[src/include/mips_defs.svh]
`ifndef MIPS_DEFS_SVH
`define MIPS_DEFS_SVH

// Boot ROM entry point, first fetch after reset
`define MIPS_RESET_VECTOR 32'hBFC00000

// Jump-register target that stops the core
`define MIPS_HALT_ADDR 32'h00000000

// Link register for JAL and the REGIMM link branches
`define MIPS_REG_RA 5'd31

// Result register exposed as register_v0
`define MIPS_REG_V0 5'd2

`endif

[src/verilog/mips_isa_pkg.sv]
`default_nettype none

package mips_isa_pkg;

	// Primary opcode field, bits 31:26
	typedef enum logic [5:0] {
		OP_SPECIAL = 6'h00, // R-type, decoded by funct
		OP_REGIMM  = 6'h01, // Sign branches, decoded by rt
		OP_J       = 6'h02,
		OP_JAL     = 6'h03,
		OP_BEQ     = 6'h04,
		OP_BNE     = 6'h05,
		OP_BLEZ    = 6'h06,
		OP_BGTZ    = 6'h07,
		OP_ADDIU   = 6'h09,
		OP_SLTI    = 6'h0A,
		OP_SLTIU   = 6'h0B,
		OP_ANDI    = 6'h0C,
		OP_ORI     = 6'h0D,
		OP_XORI    = 6'h0E,
		OP_LUI     = 6'h0F,
		OP_LW      = 6'h23,
		OP_SW      = 6'h2B
	} opcode_e;

	// SPECIAL funct field, bits 5:0
	typedef enum logic [5:0] {
		FN_SLL  = 6'h00,
		FN_SRL  = 6'h02,
		FN_SRA  = 6'h03,
		FN_SLLV = 6'h04,
		FN_SRLV = 6'h06,
		FN_SRAV = 6'h07,
		FN_JR   = 6'h08,
		FN_JALR = 6'h09,
		FN_ADDU = 6'h21,
		FN_SUBU = 6'h23,
		FN_AND  = 6'h24,
		FN_OR   = 6'h25,
		FN_XOR  = 6'h26,
		FN_SLT  = 6'h2A,
		FN_SLTU = 6'h2B
	} funct_e;

	// REGIMM branch selector carried in rt
	typedef enum logic [4:0] {
		RI_BLTZ   = 5'h00,
		RI_BGEZ   = 5'h01,
		RI_BLTZAL = 5'h10,
		RI_BGEZAL = 5'h11
	} regimm_e;

	typedef struct packed {
		opcode_e    opcode;
		logic [4:0] rs;
		logic [4:0] rt;
		logic [4:0] rd;
		logic [4:0] shamt;
		funct_e     funct;
	} r_fmt_s;

	typedef struct packed {
		opcode_e     opcode;
		logic [4:0]  rs;
		logic [4:0]  rt; // Also the REGIMM selector
		logic [15:0] imm16;
	} i_fmt_s;

	typedef struct packed {
		opcode_e     opcode;
		logic [25:0] target26; // Word index within the 256MB region
	} j_fmt_s;

	// Same fetched word, three field layouts
	typedef union packed {
		r_fmt_s r;
		i_fmt_s i;
		j_fmt_s j;
	} instr_word_u;

endpackage

`default_nettype wire

[src/verilog/cpu_ctrl_pkg.sv]
`default_nettype none

package cpu_ctrl_pkg;

	typedef enum logic [3:0] {
		ALU_ADD, // Wrapping add, also address calc
		ALU_SUB,
		ALU_AND,
		ALU_OR,
		ALU_XOR,
		ALU_NOR,
		ALU_SLT,  // Signed compare
		ALU_SLTU, // Unsigned compare
		ALU_SLL,
		ALU_SRL,
		ALU_SRA,
		ALU_LUI   // imm16 into upper half
	} alu_op_e;

	// Compare applied to rs (and rt for EQ/NE)
	typedef enum logic [2:0] {
		BR_NONE, BR_EQ, BR_NE, BR_LEZ, BR_GTZ, BR_LTZ, BR_GEZ
	} branch_cond_e;

	typedef enum logic [1:0] {WB_ALU, WB_MEM, WB_LINK} wb_src_e;

	typedef enum logic [1:0] {PC_SEQ, PC_BRANCH, PC_JUMP, PC_JREG} pc_sel_e;

	typedef enum logic [1:0] {DEST_RT, DEST_RD, DEST_RA} dest_sel_e;

	// All zero is a harmless no-op
	typedef struct packed {
		logic         reg_write;
		dest_sel_e    dest_sel;
		logic         alu_src_imm;  // Operand B from immediate
		logic         imm_zero_ext; // Logic immediates
		logic         shift_var;    // Shift amount from rs
		alu_op_e      alu_op;
		branch_cond_e branch_cond;
		pc_sel_e      pc_sel;
		wb_src_e      wb_src;
		logic         mem_read;
		logic         mem_write;
		logic         illegal;
	} ctrl_s;

endpackage

`default_nettype wire

[src/verilog/instr_decoder.sv]
`default_nettype none

module instr_decoder (
	input  mips_isa_pkg::instr_word_u instr,
	output cpu_ctrl_pkg::ctrl_s       ctrl
);
	import mips_isa_pkg::*;
	import cpu_ctrl_pkg::*;

	always_comb begin
		ctrl = '0; // ALU_ADD, BR_NONE, PC_SEQ, WB_ALU, DEST_RT
		case (instr.i.opcode)
			OP_SPECIAL: begin
				ctrl.reg_write = 1'b1;
				ctrl.dest_sel  = DEST_RD;
				case (instr.r.funct)
					FN_ADDU: ctrl.alu_op = ALU_ADD;
					FN_SUBU: ctrl.alu_op = ALU_SUB;
					FN_AND:  ctrl.alu_op = ALU_AND;
					FN_OR:   ctrl.alu_op = ALU_OR;
					FN_XOR:  ctrl.alu_op = ALU_XOR;
					FN_SLT:  ctrl.alu_op = ALU_SLT;
					FN_SLTU: ctrl.alu_op = ALU_SLTU;
					FN_SLL:  ctrl.alu_op = ALU_SLL;
					FN_SRL:  ctrl.alu_op = ALU_SRL;
					FN_SRA:  ctrl.alu_op = ALU_SRA;
					FN_SLLV: begin
						ctrl.alu_op    = ALU_SLL;
						ctrl.shift_var = 1'b1;
					end
					FN_SRLV: begin
						ctrl.alu_op    = ALU_SRL;
						ctrl.shift_var = 1'b1;
					end
					FN_SRAV: begin
						ctrl.alu_op    = ALU_SRA;
						ctrl.shift_var = 1'b1;
					end
					FN_JR: begin
						ctrl.reg_write = 1'b0; // Plain jump, nothing linked
						ctrl.pc_sel    = PC_JREG;
					end
					FN_JALR: begin
						ctrl.pc_sel = PC_JREG;
						ctrl.wb_src = WB_LINK; // Link into rd
					end
					default: ctrl.illegal = 1'b1;
				endcase
			end
			OP_REGIMM: begin
				ctrl.pc_sel = PC_BRANCH;
				case (regimm_e'(instr.i.rt))
					RI_BLTZ: ctrl.branch_cond = BR_LTZ;
					RI_BGEZ: ctrl.branch_cond = BR_GEZ;
					RI_BLTZAL, RI_BGEZAL: begin
						// Link is written whether or not taken
						ctrl.branch_cond = instr.i.rt[0] ? BR_GEZ : BR_LTZ;
						ctrl.reg_write   = 1'b1;
						ctrl.dest_sel    = DEST_RA;
						ctrl.wb_src      = WB_LINK;
					end
					default: ctrl.illegal = 1'b1;
				endcase
			end
			OP_BEQ, OP_BNE, OP_BLEZ, OP_BGTZ: begin
				ctrl.pc_sel = PC_BRANCH;
				case (instr.i.opcode)
					OP_BEQ:  ctrl.branch_cond = BR_EQ;
					OP_BNE:  ctrl.branch_cond = BR_NE;
					OP_BLEZ: ctrl.branch_cond = BR_LEZ;
					default: ctrl.branch_cond = BR_GTZ;
				endcase
			end
			OP_J: ctrl.pc_sel = PC_JUMP;
			OP_JAL: begin
				ctrl.pc_sel    = PC_JUMP;
				ctrl.reg_write = 1'b1;
				ctrl.dest_sel  = DEST_RA;
				ctrl.wb_src    = WB_LINK;
			end
			OP_ADDIU, OP_SLTI, OP_SLTIU, OP_ANDI, OP_ORI, OP_XORI, OP_LUI: begin
				ctrl.reg_write   = 1'b1;
				ctrl.alu_src_imm = 1'b1;
				case (instr.i.opcode)
					OP_SLTI:  ctrl.alu_op = ALU_SLT;
					OP_SLTIU: ctrl.alu_op = ALU_SLTU; // Sign-extended, compared unsigned
					OP_ANDI:  ctrl.alu_op = ALU_AND;
					OP_ORI:   ctrl.alu_op = ALU_OR;
					OP_XORI:  ctrl.alu_op = ALU_XOR;
					OP_LUI:   ctrl.alu_op = ALU_LUI;
					default:  ctrl.alu_op = ALU_ADD;
				endcase
				ctrl.imm_zero_ext = (instr.i.opcode inside {OP_ANDI, OP_ORI, OP_XORI});
			end
			OP_LW: begin
				ctrl.reg_write   = 1'b1;
				ctrl.alu_src_imm = 1'b1; // base + offset
				ctrl.mem_read    = 1'b1;
				ctrl.wb_src      = WB_MEM;
			end
			OP_SW: begin
				ctrl.alu_src_imm = 1'b1;
				ctrl.mem_write   = 1'b1;
			end
			default: ctrl.illegal = 1'b1;
		endcase
		if (ctrl.illegal) begin
			// Unknown word retires as a no-op
			ctrl.reg_write = 1'b0;
			ctrl.mem_read  = 1'b0;
			ctrl.mem_write = 1'b0;
			ctrl.pc_sel    = PC_SEQ;
		end
	end

	// Unknown fetch words are tolerated but flagged
	assert final (!ctrl.illegal || $isunknown(instr))
		else $warning("illegal instruction %h", instr);

endmodule

`default_nettype wire

[src/verilog/register_file.sv]
`default_nettype none
`include "mips_defs.svh"

module register_file (
	input  logic        clk,
	input  logic        reset,
	input  logic        wr_en,
	input  logic [4:0]  wr_addr,
	input  logic [4:0]  rd_addr_a,
	input  logic [4:0]  rd_addr_b,
	input  logic [31:0] wr_data,
	output logic [31:0] rd_data_a,
	output logic [31:0] rd_data_b,
	output logic [31:0] v0
);
	logic [31:0] regs [1:31]; // r0 has no storage

	always_ff @(posedge clk or posedge reset) begin
		if (reset) begin
			for (int i = 1; i < 32; i++)
				regs[i] <= '0;
		end else if (wr_en && wr_addr != 5'd0) begin
			regs[wr_addr] <= wr_data;
		end
	end

	assign rd_data_a = (rd_addr_a == 5'd0) ? '0 : regs[rd_addr_a]; // Read before same-edge write
	assign rd_data_b = (rd_addr_b == 5'd0) ? '0 : regs[rd_addr_b];
	assign v0 = regs[`MIPS_REG_V0];

	// Committed writes carry a known address and value
	assert property (@(posedge clk) disable iff (reset)
		wr_en |-> !$isunknown({wr_addr, wr_data}))
		else $error("register write with unknown address or data");

endmodule

`default_nettype wire

[src/verilog/execute_unit.sv]
`default_nettype none

module execute_unit (
	input  cpu_ctrl_pkg::ctrl_s       ctrl,
	input  mips_isa_pkg::instr_word_u instr,
	input  logic [31:0]               rs_data,
	input  logic [31:0]               rt_data,
	output logic [31:0]               alu_result,
	output logic                      branch_taken
);
	import cpu_ctrl_pkg::*;

	logic [31:0] imm_ext;
	logic [31:0] op_b;
	logic [4:0]  shamt;
	logic        rs_zero;
	logic        rs_neg;

	assign imm_ext = ctrl.imm_zero_ext ? {16'h0000, instr.i.imm16}
		: {{16{instr.i.imm16[15]}}, instr.i.imm16};
	assign op_b  = ctrl.alu_src_imm ? imm_ext : rt_data;
	assign shamt = ctrl.shift_var ? rs_data[4:0] : instr.r.shamt; // Only low 5 bits of rs count

	always_comb begin
		case (ctrl.alu_op)
			ALU_ADD:  alu_result = rs_data + op_b; // No overflow trap
			ALU_SUB:  alu_result = rs_data - op_b;
			ALU_AND:  alu_result = rs_data & op_b;
			ALU_OR:   alu_result = rs_data | op_b;
			ALU_XOR:  alu_result = rs_data ^ op_b;
			ALU_NOR:  alu_result = ~(rs_data | op_b);
			ALU_SLT:  alu_result = {31'd0, $signed(rs_data) < $signed(op_b)};
			ALU_SLTU: alu_result = {31'd0, rs_data < op_b};
			ALU_SLL:  alu_result = op_b << shamt; // Shifts act on rt
			ALU_SRL:  alu_result = op_b >> shamt;
			ALU_SRA:  alu_result = $unsigned($signed(op_b) >>> shamt);
			ALU_LUI:  alu_result = {instr.i.imm16, 16'h0000};
			default:  alu_result = '0;
		endcase
	end

	// Branch compare kept off the ALU path
	assign rs_zero = (rs_data == '0);
	assign rs_neg  = rs_data[31];

	always_comb begin
		case (ctrl.branch_cond)
			BR_EQ:   branch_taken = (rs_data == rt_data);
			BR_NE:   branch_taken = (rs_data != rt_data);
			BR_LEZ:  branch_taken = rs_neg || rs_zero;
			BR_GTZ:  branch_taken = !rs_neg && !rs_zero;
			BR_LTZ:  branch_taken = rs_neg;
			BR_GEZ:  branch_taken = !rs_neg;
			default: branch_taken = 1'b0; // Not a branch
		endcase
	end

endmodule

`default_nettype wire

[src/verilog/commit_unit.sv]
`default_nettype none
`include "mips_defs.svh"

module commit_unit (
	input  logic                      clk,
	input  logic                      reset,
	input  logic                      clk_enable,
	input  cpu_ctrl_pkg::ctrl_s       ctrl,
	input  mips_isa_pkg::instr_word_u instr,
	input  logic [31:0]               rs_data,
	input  logic [31:0]               alu_result,
	input  logic [31:0]               mem_rdata,
	input  logic                      branch_taken,
	output logic [31:0]               pc,
	output logic                      active,
	output logic                      wb_en,
	output logic [4:0]                wb_addr,
	output logic [31:0]               wb_data,
	output logic                      mem_read,
	output logic                      mem_write
);
	import cpu_ctrl_pkg::*;

	logic [31:0] pc_plus4;
	logic [31:0] branch_target;
	logic [31:0] jump_target;
	logic [31:0] pc_next;
	logic        halting;

	assign pc_plus4      = pc + 32'd4; // Also the link value, no delay slot
	assign branch_target = pc_plus4 + {{14{instr.i.imm16[15]}}, instr.i.imm16, 2'b00};
	assign jump_target   = {pc_plus4[31:28], instr.j.target26, 2'b00};

	always_comb begin
		case (ctrl.pc_sel)
			PC_BRANCH: pc_next = branch_taken ? branch_target : pc_plus4;
			PC_JUMP:   pc_next = jump_target;
			PC_JREG:   pc_next = rs_data;
			default:   pc_next = pc_plus4;
		endcase
	end

	assign halting = active && ctrl.pc_sel == PC_JREG && rs_data == `MIPS_HALT_ADDR;

	// PC and run flag move together, frozen by stall or halt
	always_ff @(posedge clk or posedge reset) begin
		if (reset) begin
			pc     <= `MIPS_RESET_VECTOR;
			active <= 1'b1;
		end else if (clk_enable && active) begin
			pc <= pc_next;
			if (halting)
				active <= 1'b0;
		end
	end

	always_comb begin
		case (ctrl.dest_sel)
			DEST_RD: wb_addr = instr.r.rd;
			DEST_RA: wb_addr = `MIPS_REG_RA;
			default: wb_addr = instr.i.rt;
		endcase
		case (ctrl.wb_src)
			WB_MEM:  wb_data = mem_rdata;
			WB_LINK: wb_data = pc_plus4;
			default: wb_data = alu_result;
		endcase
	end

	assign wb_en     = ctrl.reg_write && active && clk_enable; // Commit only on enabled edge
	assign mem_read  = ctrl.mem_read && active;
	assign mem_write = ctrl.mem_write && active; // Held across stalls, memory samples clk_enable

	// Fetch address stays word aligned while running
	assert property (@(posedge clk) disable iff (reset) active |-> pc[1:0] == 2'b00)
		else $error("misaligned pc %h", pc);

endmodule

`default_nettype wire

[src/verilog/mips_cpu_harvard.sv]
`default_nettype none

module mips_cpu_harvard (
	input  logic        clk,
	input  logic        reset,
	output logic        active,
	output logic [31:0] register_v0,
	input  logic        clk_enable,
	output logic [31:0] instr_address,
	input  logic [31:0] instr_readdata,
	output logic [31:0] data_address,
	output logic        data_write,
	output logic        data_read,
	output logic [31:0] data_writedata,
	input  logic [31:0] data_readdata
);
	import mips_isa_pkg::*;
	import cpu_ctrl_pkg::*;

	instr_word_u instr;
	ctrl_s       ctrl;
	logic [31:0] rs_data;
	logic [31:0] rt_data;
	logic [31:0] alu_result;
	logic        branch_taken;
	logic        wb_en;
	logic [4:0]  wb_addr;
	logic [31:0] wb_data;

	assign instr = instr_readdata; // Fetch returns within the cycle

	instr_decoder u_decoder (
		.instr (instr),
		.ctrl  (ctrl)
	);

	register_file u_regs (
		.clk       (clk),
		.reset     (reset),
		.wr_en     (wb_en),
		.wr_addr   (wb_addr),
		.rd_addr_a (instr.r.rs),
		.rd_addr_b (instr.r.rt),
		.wr_data   (wb_data),
		.rd_data_a (rs_data),
		.rd_data_b (rt_data),
		.v0        (register_v0)
	);

	execute_unit u_execute (
		.ctrl         (ctrl),
		.instr        (instr),
		.rs_data      (rs_data),
		.rt_data      (rt_data),
		.alu_result   (alu_result),
		.branch_taken (branch_taken)
	);

	commit_unit u_commit (
		.clk          (clk),
		.reset        (reset),
		.clk_enable   (clk_enable),
		.ctrl         (ctrl),
		.instr        (instr),
		.rs_data      (rs_data),
		.alu_result   (alu_result),
		.mem_rdata    (data_readdata),
		.branch_taken (branch_taken),
		.pc           (instr_address),
		.active       (active),
		.wb_en        (wb_en),
		.wb_addr      (wb_addr),
		.wb_data      (wb_data),
		.mem_read     (data_read),
		.mem_write    (data_write)
	);

	assign data_address   = alu_result; // base + offset for LW/SW
	assign data_writedata = rt_data;

endmodule

`default_nettype wire

[config.mk]
export PLATFORM = sky130hd
export DESIGN_NAME = mips_cpu_harvard
export DESIGN_NICKNAME = d
export VERILOG_FILES = /design/src/verilog/mips_isa_pkg.sv /design/src/verilog/cpu_ctrl_pkg.sv /design/src/verilog/instr_decoder.sv /design/src/verilog/register_file.sv /design/src/verilog/execute_unit.sv /design/src/verilog/commit_unit.sv /design/src/verilog/mips_cpu_harvard.sv
export VERILOG_INCLUDE_DIRS = /design/src /design/src/include
export SDC_FILE = /design/constraint.sdc
export NUM_CORES = 2
export LEC_CHECK = 0
export BUFFER_PORTS_ARGS = -buffer_cell sky130_fd_sc_hd__buf_4
export CAP_MARGIN = 10
export CORE_AREA = 2 2 525 527
export DETAILED_ROUTE_END_ITERATION = 8
export DIE_AREA = 0 0 527 529
export GPL_ROUTABILITY_DRIVEN = 0
export GPL_TIMING_DRIVEN = 0
export PLACE_DENSITY = 0.37
export SLEW_MARGIN = 0
export SYNTH_ARGS = -nofsm -noshare
export SYNTH_HDL_FRONTEND = slang
export SYNTH_SLANG_ARGS = --single-unit
[constraint.sdc]
create_clock -name clk -period 99.9 [get_ports clk]
set_clock_uncertainty 0.1 [all_clocks]
set_input_delay 19.98 -clock clk [delete_from_list [all_inputs] [get_ports clk]]
set_output_delay 19.98 -clock clk [all_outputs]
set_load 0.005 [all_outputs]
* Word-level counts from Yosys, hierarchy flattened *
Cells that the tools add are included.

storage, ports and cells
  register bits = 1,025
  bits in writable memories = 0
  output and inout port bits = 131
  memories = 0
  latch bits = 0
  word-level logic and storage cells = 197
  bits in read-only memories = 0

cells by class
  shift-type cells = 3
  multiply operators = 0
  muxes and demuxes = 48
  $add $sub $neg = 4
  eq/ne operators = 59
  $lt $le $gt $ge = 6
  div/mod/pow operators = 0
  bitwise operators = 7
  reduce and logical (&&, ||, !) cells = 37

operators with widths
  kind                   number
  $bwmux 992             1
  $pmux 32 s12           1
  $bmux 32 s5            2
  $mux 32                10
  $demux 32 s5           1
  $pmux 32 s3            1
  $add 32x32->32         2
  $lt 32x32->1           2
  $pmux 32 s2            1
  $eq 6x4->1 const B     9
  $eq 6x6->1 const B     9
  $eq 6x3->1 const B     7
  $pmux 4 s9             1
  $add 32x3->32 const B  1
  $and 32x32->32         1
  $eq 32x32->1           1
  $logic_not 32->1       1
  $ne 32x32->1           1
  $not 32->32            1
  $or 32x32->32          1
  $shl 32x5->32          1
  $shr 32x5->32          1
  $sshr 32x5->32         1
  $sub 32x32->32         1
  46 further kinds       106

* Depth between registers and ports, before layout *
  depth in word-level cells = 12
  mapped depth = 27
  gate-level depth less buffers = 19

* Hierarchy *
A second synthesis with hierarchy kept.

second synthesis, totals
  cell total of the unflattened synthesis = 6,136
  area, all modules = 69,477.9 um^2

modules (own cells, without submodules)
  module         area an instance (um^2)  cells an instance  seq. area each (um^2)  instances
  register_file  53,696.5                 3,798              24,823.8               1
  execute_unit   10,223.6                 1,564              0.0                    1
  commit_unit    4,932.2                  666                838.3                  1
  instr_decoder  625.6                    108                0.0                    1

* Least setup slack after synthesis *
Ideal clock, no wire load.

  kind = input -> output
  start point = input instr_readdata[18]
  end point = output data_address[29]
  cell stages on the path = 19
  setup slack = 55.063 ns
  arrival = 24.757 ns
  buffers on the path = 5
  cells stage by stage = buf_2 buf_4 buf_4 buf_2 buf_2 nand3_1 and4_1 o31ai_1 ha_1 or2_2 a221oi_1 o22ai_1 o21ai_0 a211oi_1 nor3_1 o311ai_0 a2111oi_0 o21ai_0 a31o_2

between the ends
  cells in the longest elaborated chain, start to end = 9
  elaborated cells on any way between the ends = 17
  those cells by class = add/sub: 2; shift: 3; mux: 6; bitwise: 5; reduce/logical: 1

ends and longest elaborated chain
  item                                                    line                    RTL
  from (decl)                                             mips_cpu_harvard.sv:10  input logic [31:0] instr_readdata,
  $not 5->6 (implied by the code)                         register_file.sv:28     assign rd_data_b = (rd_addr_b == 5'd0) ? '0 : regs[rd_addr_b];
  $bmux 32 s5                                             register_file.sv:28
  $mux 32 (implied by the code) (2 in a row)              register_file.sv:28
  $mux 32 *                                               register_file.sv:28
  $mux 32 *                                               execute_unit.sv:21      assign op_b = ctrl.alu_src_imm ? imm_ext : rt_data;
  branches (longest 2 deep; another with $sub 32x32->32)  n/a
  $pmux 32 s12 *                                          execute_unit.sv:25      case (ctrl.alu_op)
  to (decl)                                               mips_cpu_harvard.sv:11  output logic [31:0] data_address,

Every way passes the cells marked *. The select of a mux whose other input is x is not followed.

* Worst setup path after layout *
  start point = input instr_readdata[22]
  end point = output data_address[27]

between the ends
  cells in the longest elaborated chain, start to end = 8
  elaborated cells on any way between the ends = 17
  those cells by class = add/sub: 2; shift: 3; mux: 6; bitwise: 5; reduce/logical: 1

ends and longest elaborated chain
  item                                                    line                 RTL
  $not 5->6 (implied by the code)                         register_file.sv:27  assign rd_data_a = (rd_addr_a == 5'd0) ? '0 : regs[rd_addr_a];
  $bmux 32 s5                                             register_file.sv:27
  $mux 32 (implied by the code) (2 in a row)              register_file.sv:27
  $mux 32 *                                               register_file.sv:27
  branches (longest 2 deep; another with $sub 32x32->32)  n/a
  $pmux 32 s12 *                                          execute_unit.sv:25

Marks and branches as above.

==> results.ini <==
[outcome]
status = finished, violations left
violations = max-capacitance violations

[die]
die-area_um2 = 279000
num_rows = 192
die_h_um = 529
ioPinCount = 198
placeableCoreArea_um2 = 273000
initial_core_util = 0.250
die_x_um = 527

[synth]
seq_area_frac_synth = 0.377
avgSynthCellArea_um2 = 10.0
ys_warn_count = 0
synthCells = 6785
async_flop_share = 1.00
synth_area_um2 = 68100
synth_edf_count = 0
synth.distinct_cells = 124
syn_nets = 6992
yosysMostFrequentCell = dfrtp_1
synth_seq_cells = 1025
synth_area_leaders = dfrtp_1 (37%), mux4_2 (11%), mux2_2 (6.7%), o21ai_0 (5.7%), mux2i_1 (5.2%)
yosysTopAreaCell = dfrtp_1
yosysTopAreaCellShare = 0.373
synthFlopType = dfrtp_1
ys_top_cells_by_count = dfrtp_1 (1015), nand2_1 (925), o21ai_0 (772), mux2_2 (406), clkbuf_1 (385)

[place]
hpwlAfterDp_um = 358000
port_buffers = 191

[power]
p_int_uw = 814
p_seq_frac = 0.344
p_clk_frac = 0.402
power.net_switching_uw = 467
p_per_area_nw_per_um2 = 16.0
irDropWorstVdd_uv = 18.8
pwr-share-comb = 0.254
swShare = 0.364
leakage_uw = 0.0341
total_power_uw = 1280

[routing]
drtAntennaViolNets = 0
first_pass_iters = 8
wl_um = 470000
drt_iter0_drc = 10313
drcViolationCount = 0
via_per_inst = 6.19
num_vias = 67541
post_drt_wl_per_cell_um = 43.1

[worst_setup_path]
path_buf_inv = 10
critPathKind = input port to primary output
crit_top_cell = buf_4
cp-end-kind = primary output
slowest_stage = a2111oi_1
crit_fanout = 11
cp_top_family = compound AO/OA/AOI/OAI gates
critPathMaxStageDelay_ps = 1080
startpoint_type = input port
cp_data_arrival_time_ps = 29730
cp.required_ps = 79820

[finish]
drive_gt1_frac = 0.221
multi_input_area_um2 = 39000
fin_nets = 7401
area.sequential_um2 = 25700
syn2layout_area_growth_pct = 17.7
fillers = 28774

[clocking]
path_clk_slew_ps = 60
cts_buffer_depth = 3
numCtsBuffers = 133
htreeDepth = 4
clock-sinks = 1025
cts_root_buffer = clkbuf_16
cts_tree = built
ctsResizeCount = 0
ctsHoldBuffers = 0
post_cts_buffers = 0
clock_latency_ps = 830

[sta]
fin_crit_ps = 49810
worst_pin_slew_ps = 1490
finalMaxSlewViolations = 0
finalSetupTns_ps = 0
hold_viol = 0
setup_viol = 0
rsz0062_at_grt = no
relSlewSlack = 0.00276
timing.fmax_mhz = 20.1
post-route-period-util = 0.499

[grt]
grt_pass1_wl_um = 614000
met1_usage = 0.417
grt_max_degree = 118
grt_pass1_vias = 62783
grt_overflow = 0
antenna_found_initial = 38
track_usage = 0.327
use_met3 = 0.108
met2_usage = 0.467
top_usage_layer = met2

[job]
maxCapViolCount = 2

[min_path]
hold_class = flip-flop to flip-flop

-- cells in the final DEF (no fill, tap or decap), types with 39 or more instances in the layout --
| cell type | synthesis | routed |
|---|---|---|
| dfrtp_1 | 1015 | 1015 |
| nor2_1 | 248 | 248 |
| o31ai_1 | 47 | 44 |
| mux2_2 | 406 | 406 |
| a22oi_1 | 84 | 84 |
| buf_2 | 112 | 117 |
| ha_1 | 137 | 137 |
| nand3_1 | 140 | 140 |
| a21oi_1 | 200 | 200 |
| clkbuf_16 | 0 | 133 |
| a22o_1 | 42 | 42 |
| inv_1 | 136 | 135 |
| o22ai_1 | 107 | 107 |
| o21ai_1 | 75 | 80 |
| xnor2_1 | 75 | 75 |
| nor3_1 | 86 | 80 |
| nand2_1 | 925 | 925 |
| and3_1 | 39 | 39 |
| a31oi_1 | 48 | 46 |
| mux2i_1 | 354 | 354 |
| a211oi_1 | 42 | 42 |
| mux4_2 | 327 | 327 |
| o21ai_0 | 772 | 766 |
| clkbuf_1 | 385 | 401 |
| a221oi_1 | 105 | 101 |
| buf_4 | 81 | 299 |
| o211ai_1 | 46 | 46 |
| buf_6 | 32 | 46 |
-- kinds of logic after synthesis --
kind of cell,Yosys count,share of synthesized area
mux,1109,0.233
flops,1025,0.377
fa+ha+maj,140,0.0260
buf+inv,780,0.0543
xor+xnor,105,0.0135
simple gates,1686,0.112
compound gates,1940,0.184
-- registers in the layout (all words and copies together) (netlist names) --
| name | count |
|---|---|
| u_commit.active | 1 |
| u_commit.pc | 32 |
| u_regs.regs | 960 |
| u_regs.v0 | 32 |
-- tightest hold or removal path: stages, from the launching register on --
cell and delay, ps:
dfrtp_1 360, nand2_1 50, o21ai_0 60
-- per-layer routing --
layer | part of all wire | vias to the layer above
met5 | 0.00032 | -
met4 | 0.082 | 20
li1 | - | 26263
met1 | 0.39 | 35220
met2 | 0.41 | 4890
met3 | 0.11 | 1148
-- power groups by stage --
stage	Combinational, µW	Sequential [µW]	Clock [µW]
after global routing	332	442	534
after floorplan	156	442	0
after CTS	311	440	518
final	325	441	515
after detailed placement	310	448	0
after global placement	302	449	0
-- worst paths after layout --
check | end | cells after the start | slack [ps] | from
setup reg to reg | u_regs.regs[923] | 19 | 90700 | u_regs.v0[15]
hold / removal | u_regs.regs[864] | 2 | 400 | u_regs.regs[864]
max in group asynchronous | u_regs.v0[12] | 5 | 78700 | reset
setup / recovery | data_address[27] | 26 | 50090 | instr_readdata[22]
min in group asynchronous | u_regs.regs[289] | 2 | 19060 | reset
hold reg to reg | u_regs.regs[864] | 2 | 400 | u_regs.regs[864]
-- layout make-up --
cell class                 instances  area share
timing repair buffer             274      0.0331
clock buffer                     189      0.0483
tap                             3589      0.0560
multi-input combinational       4980       0.487
clock inverter                    49     0.00841
inverter                         142     0.00674
buffer                           638      0.0397
antenna                           18    0.000562
sequential                      1025       0.320
-- stage by stage --
| step | std cells | setup slack [ps] | hold WS [ps] | area [µm²] | utilization |
|---|---|---|---|---|---|
| 2_1_floorplan | 6785 | 50990 | 356 | 68100 | - |
| 3_3_place_gp | 10565 | 35870 | 378 | 74000 | 0.271 |
| 3_5_place_dp | 10639 | 50650 | 390 | 75500 | 0.276 |
| 4_1_cts | 10877 | 50620 | 403 | 80000 | 0.293 |
| 5_1_grt | 10890 | 50480 | 425 | 80100 | 0.294 |
| 6_report | 10904 | 50090 | 403 | 80100 | 0.294 |
(Power assumes the default switching activity.)
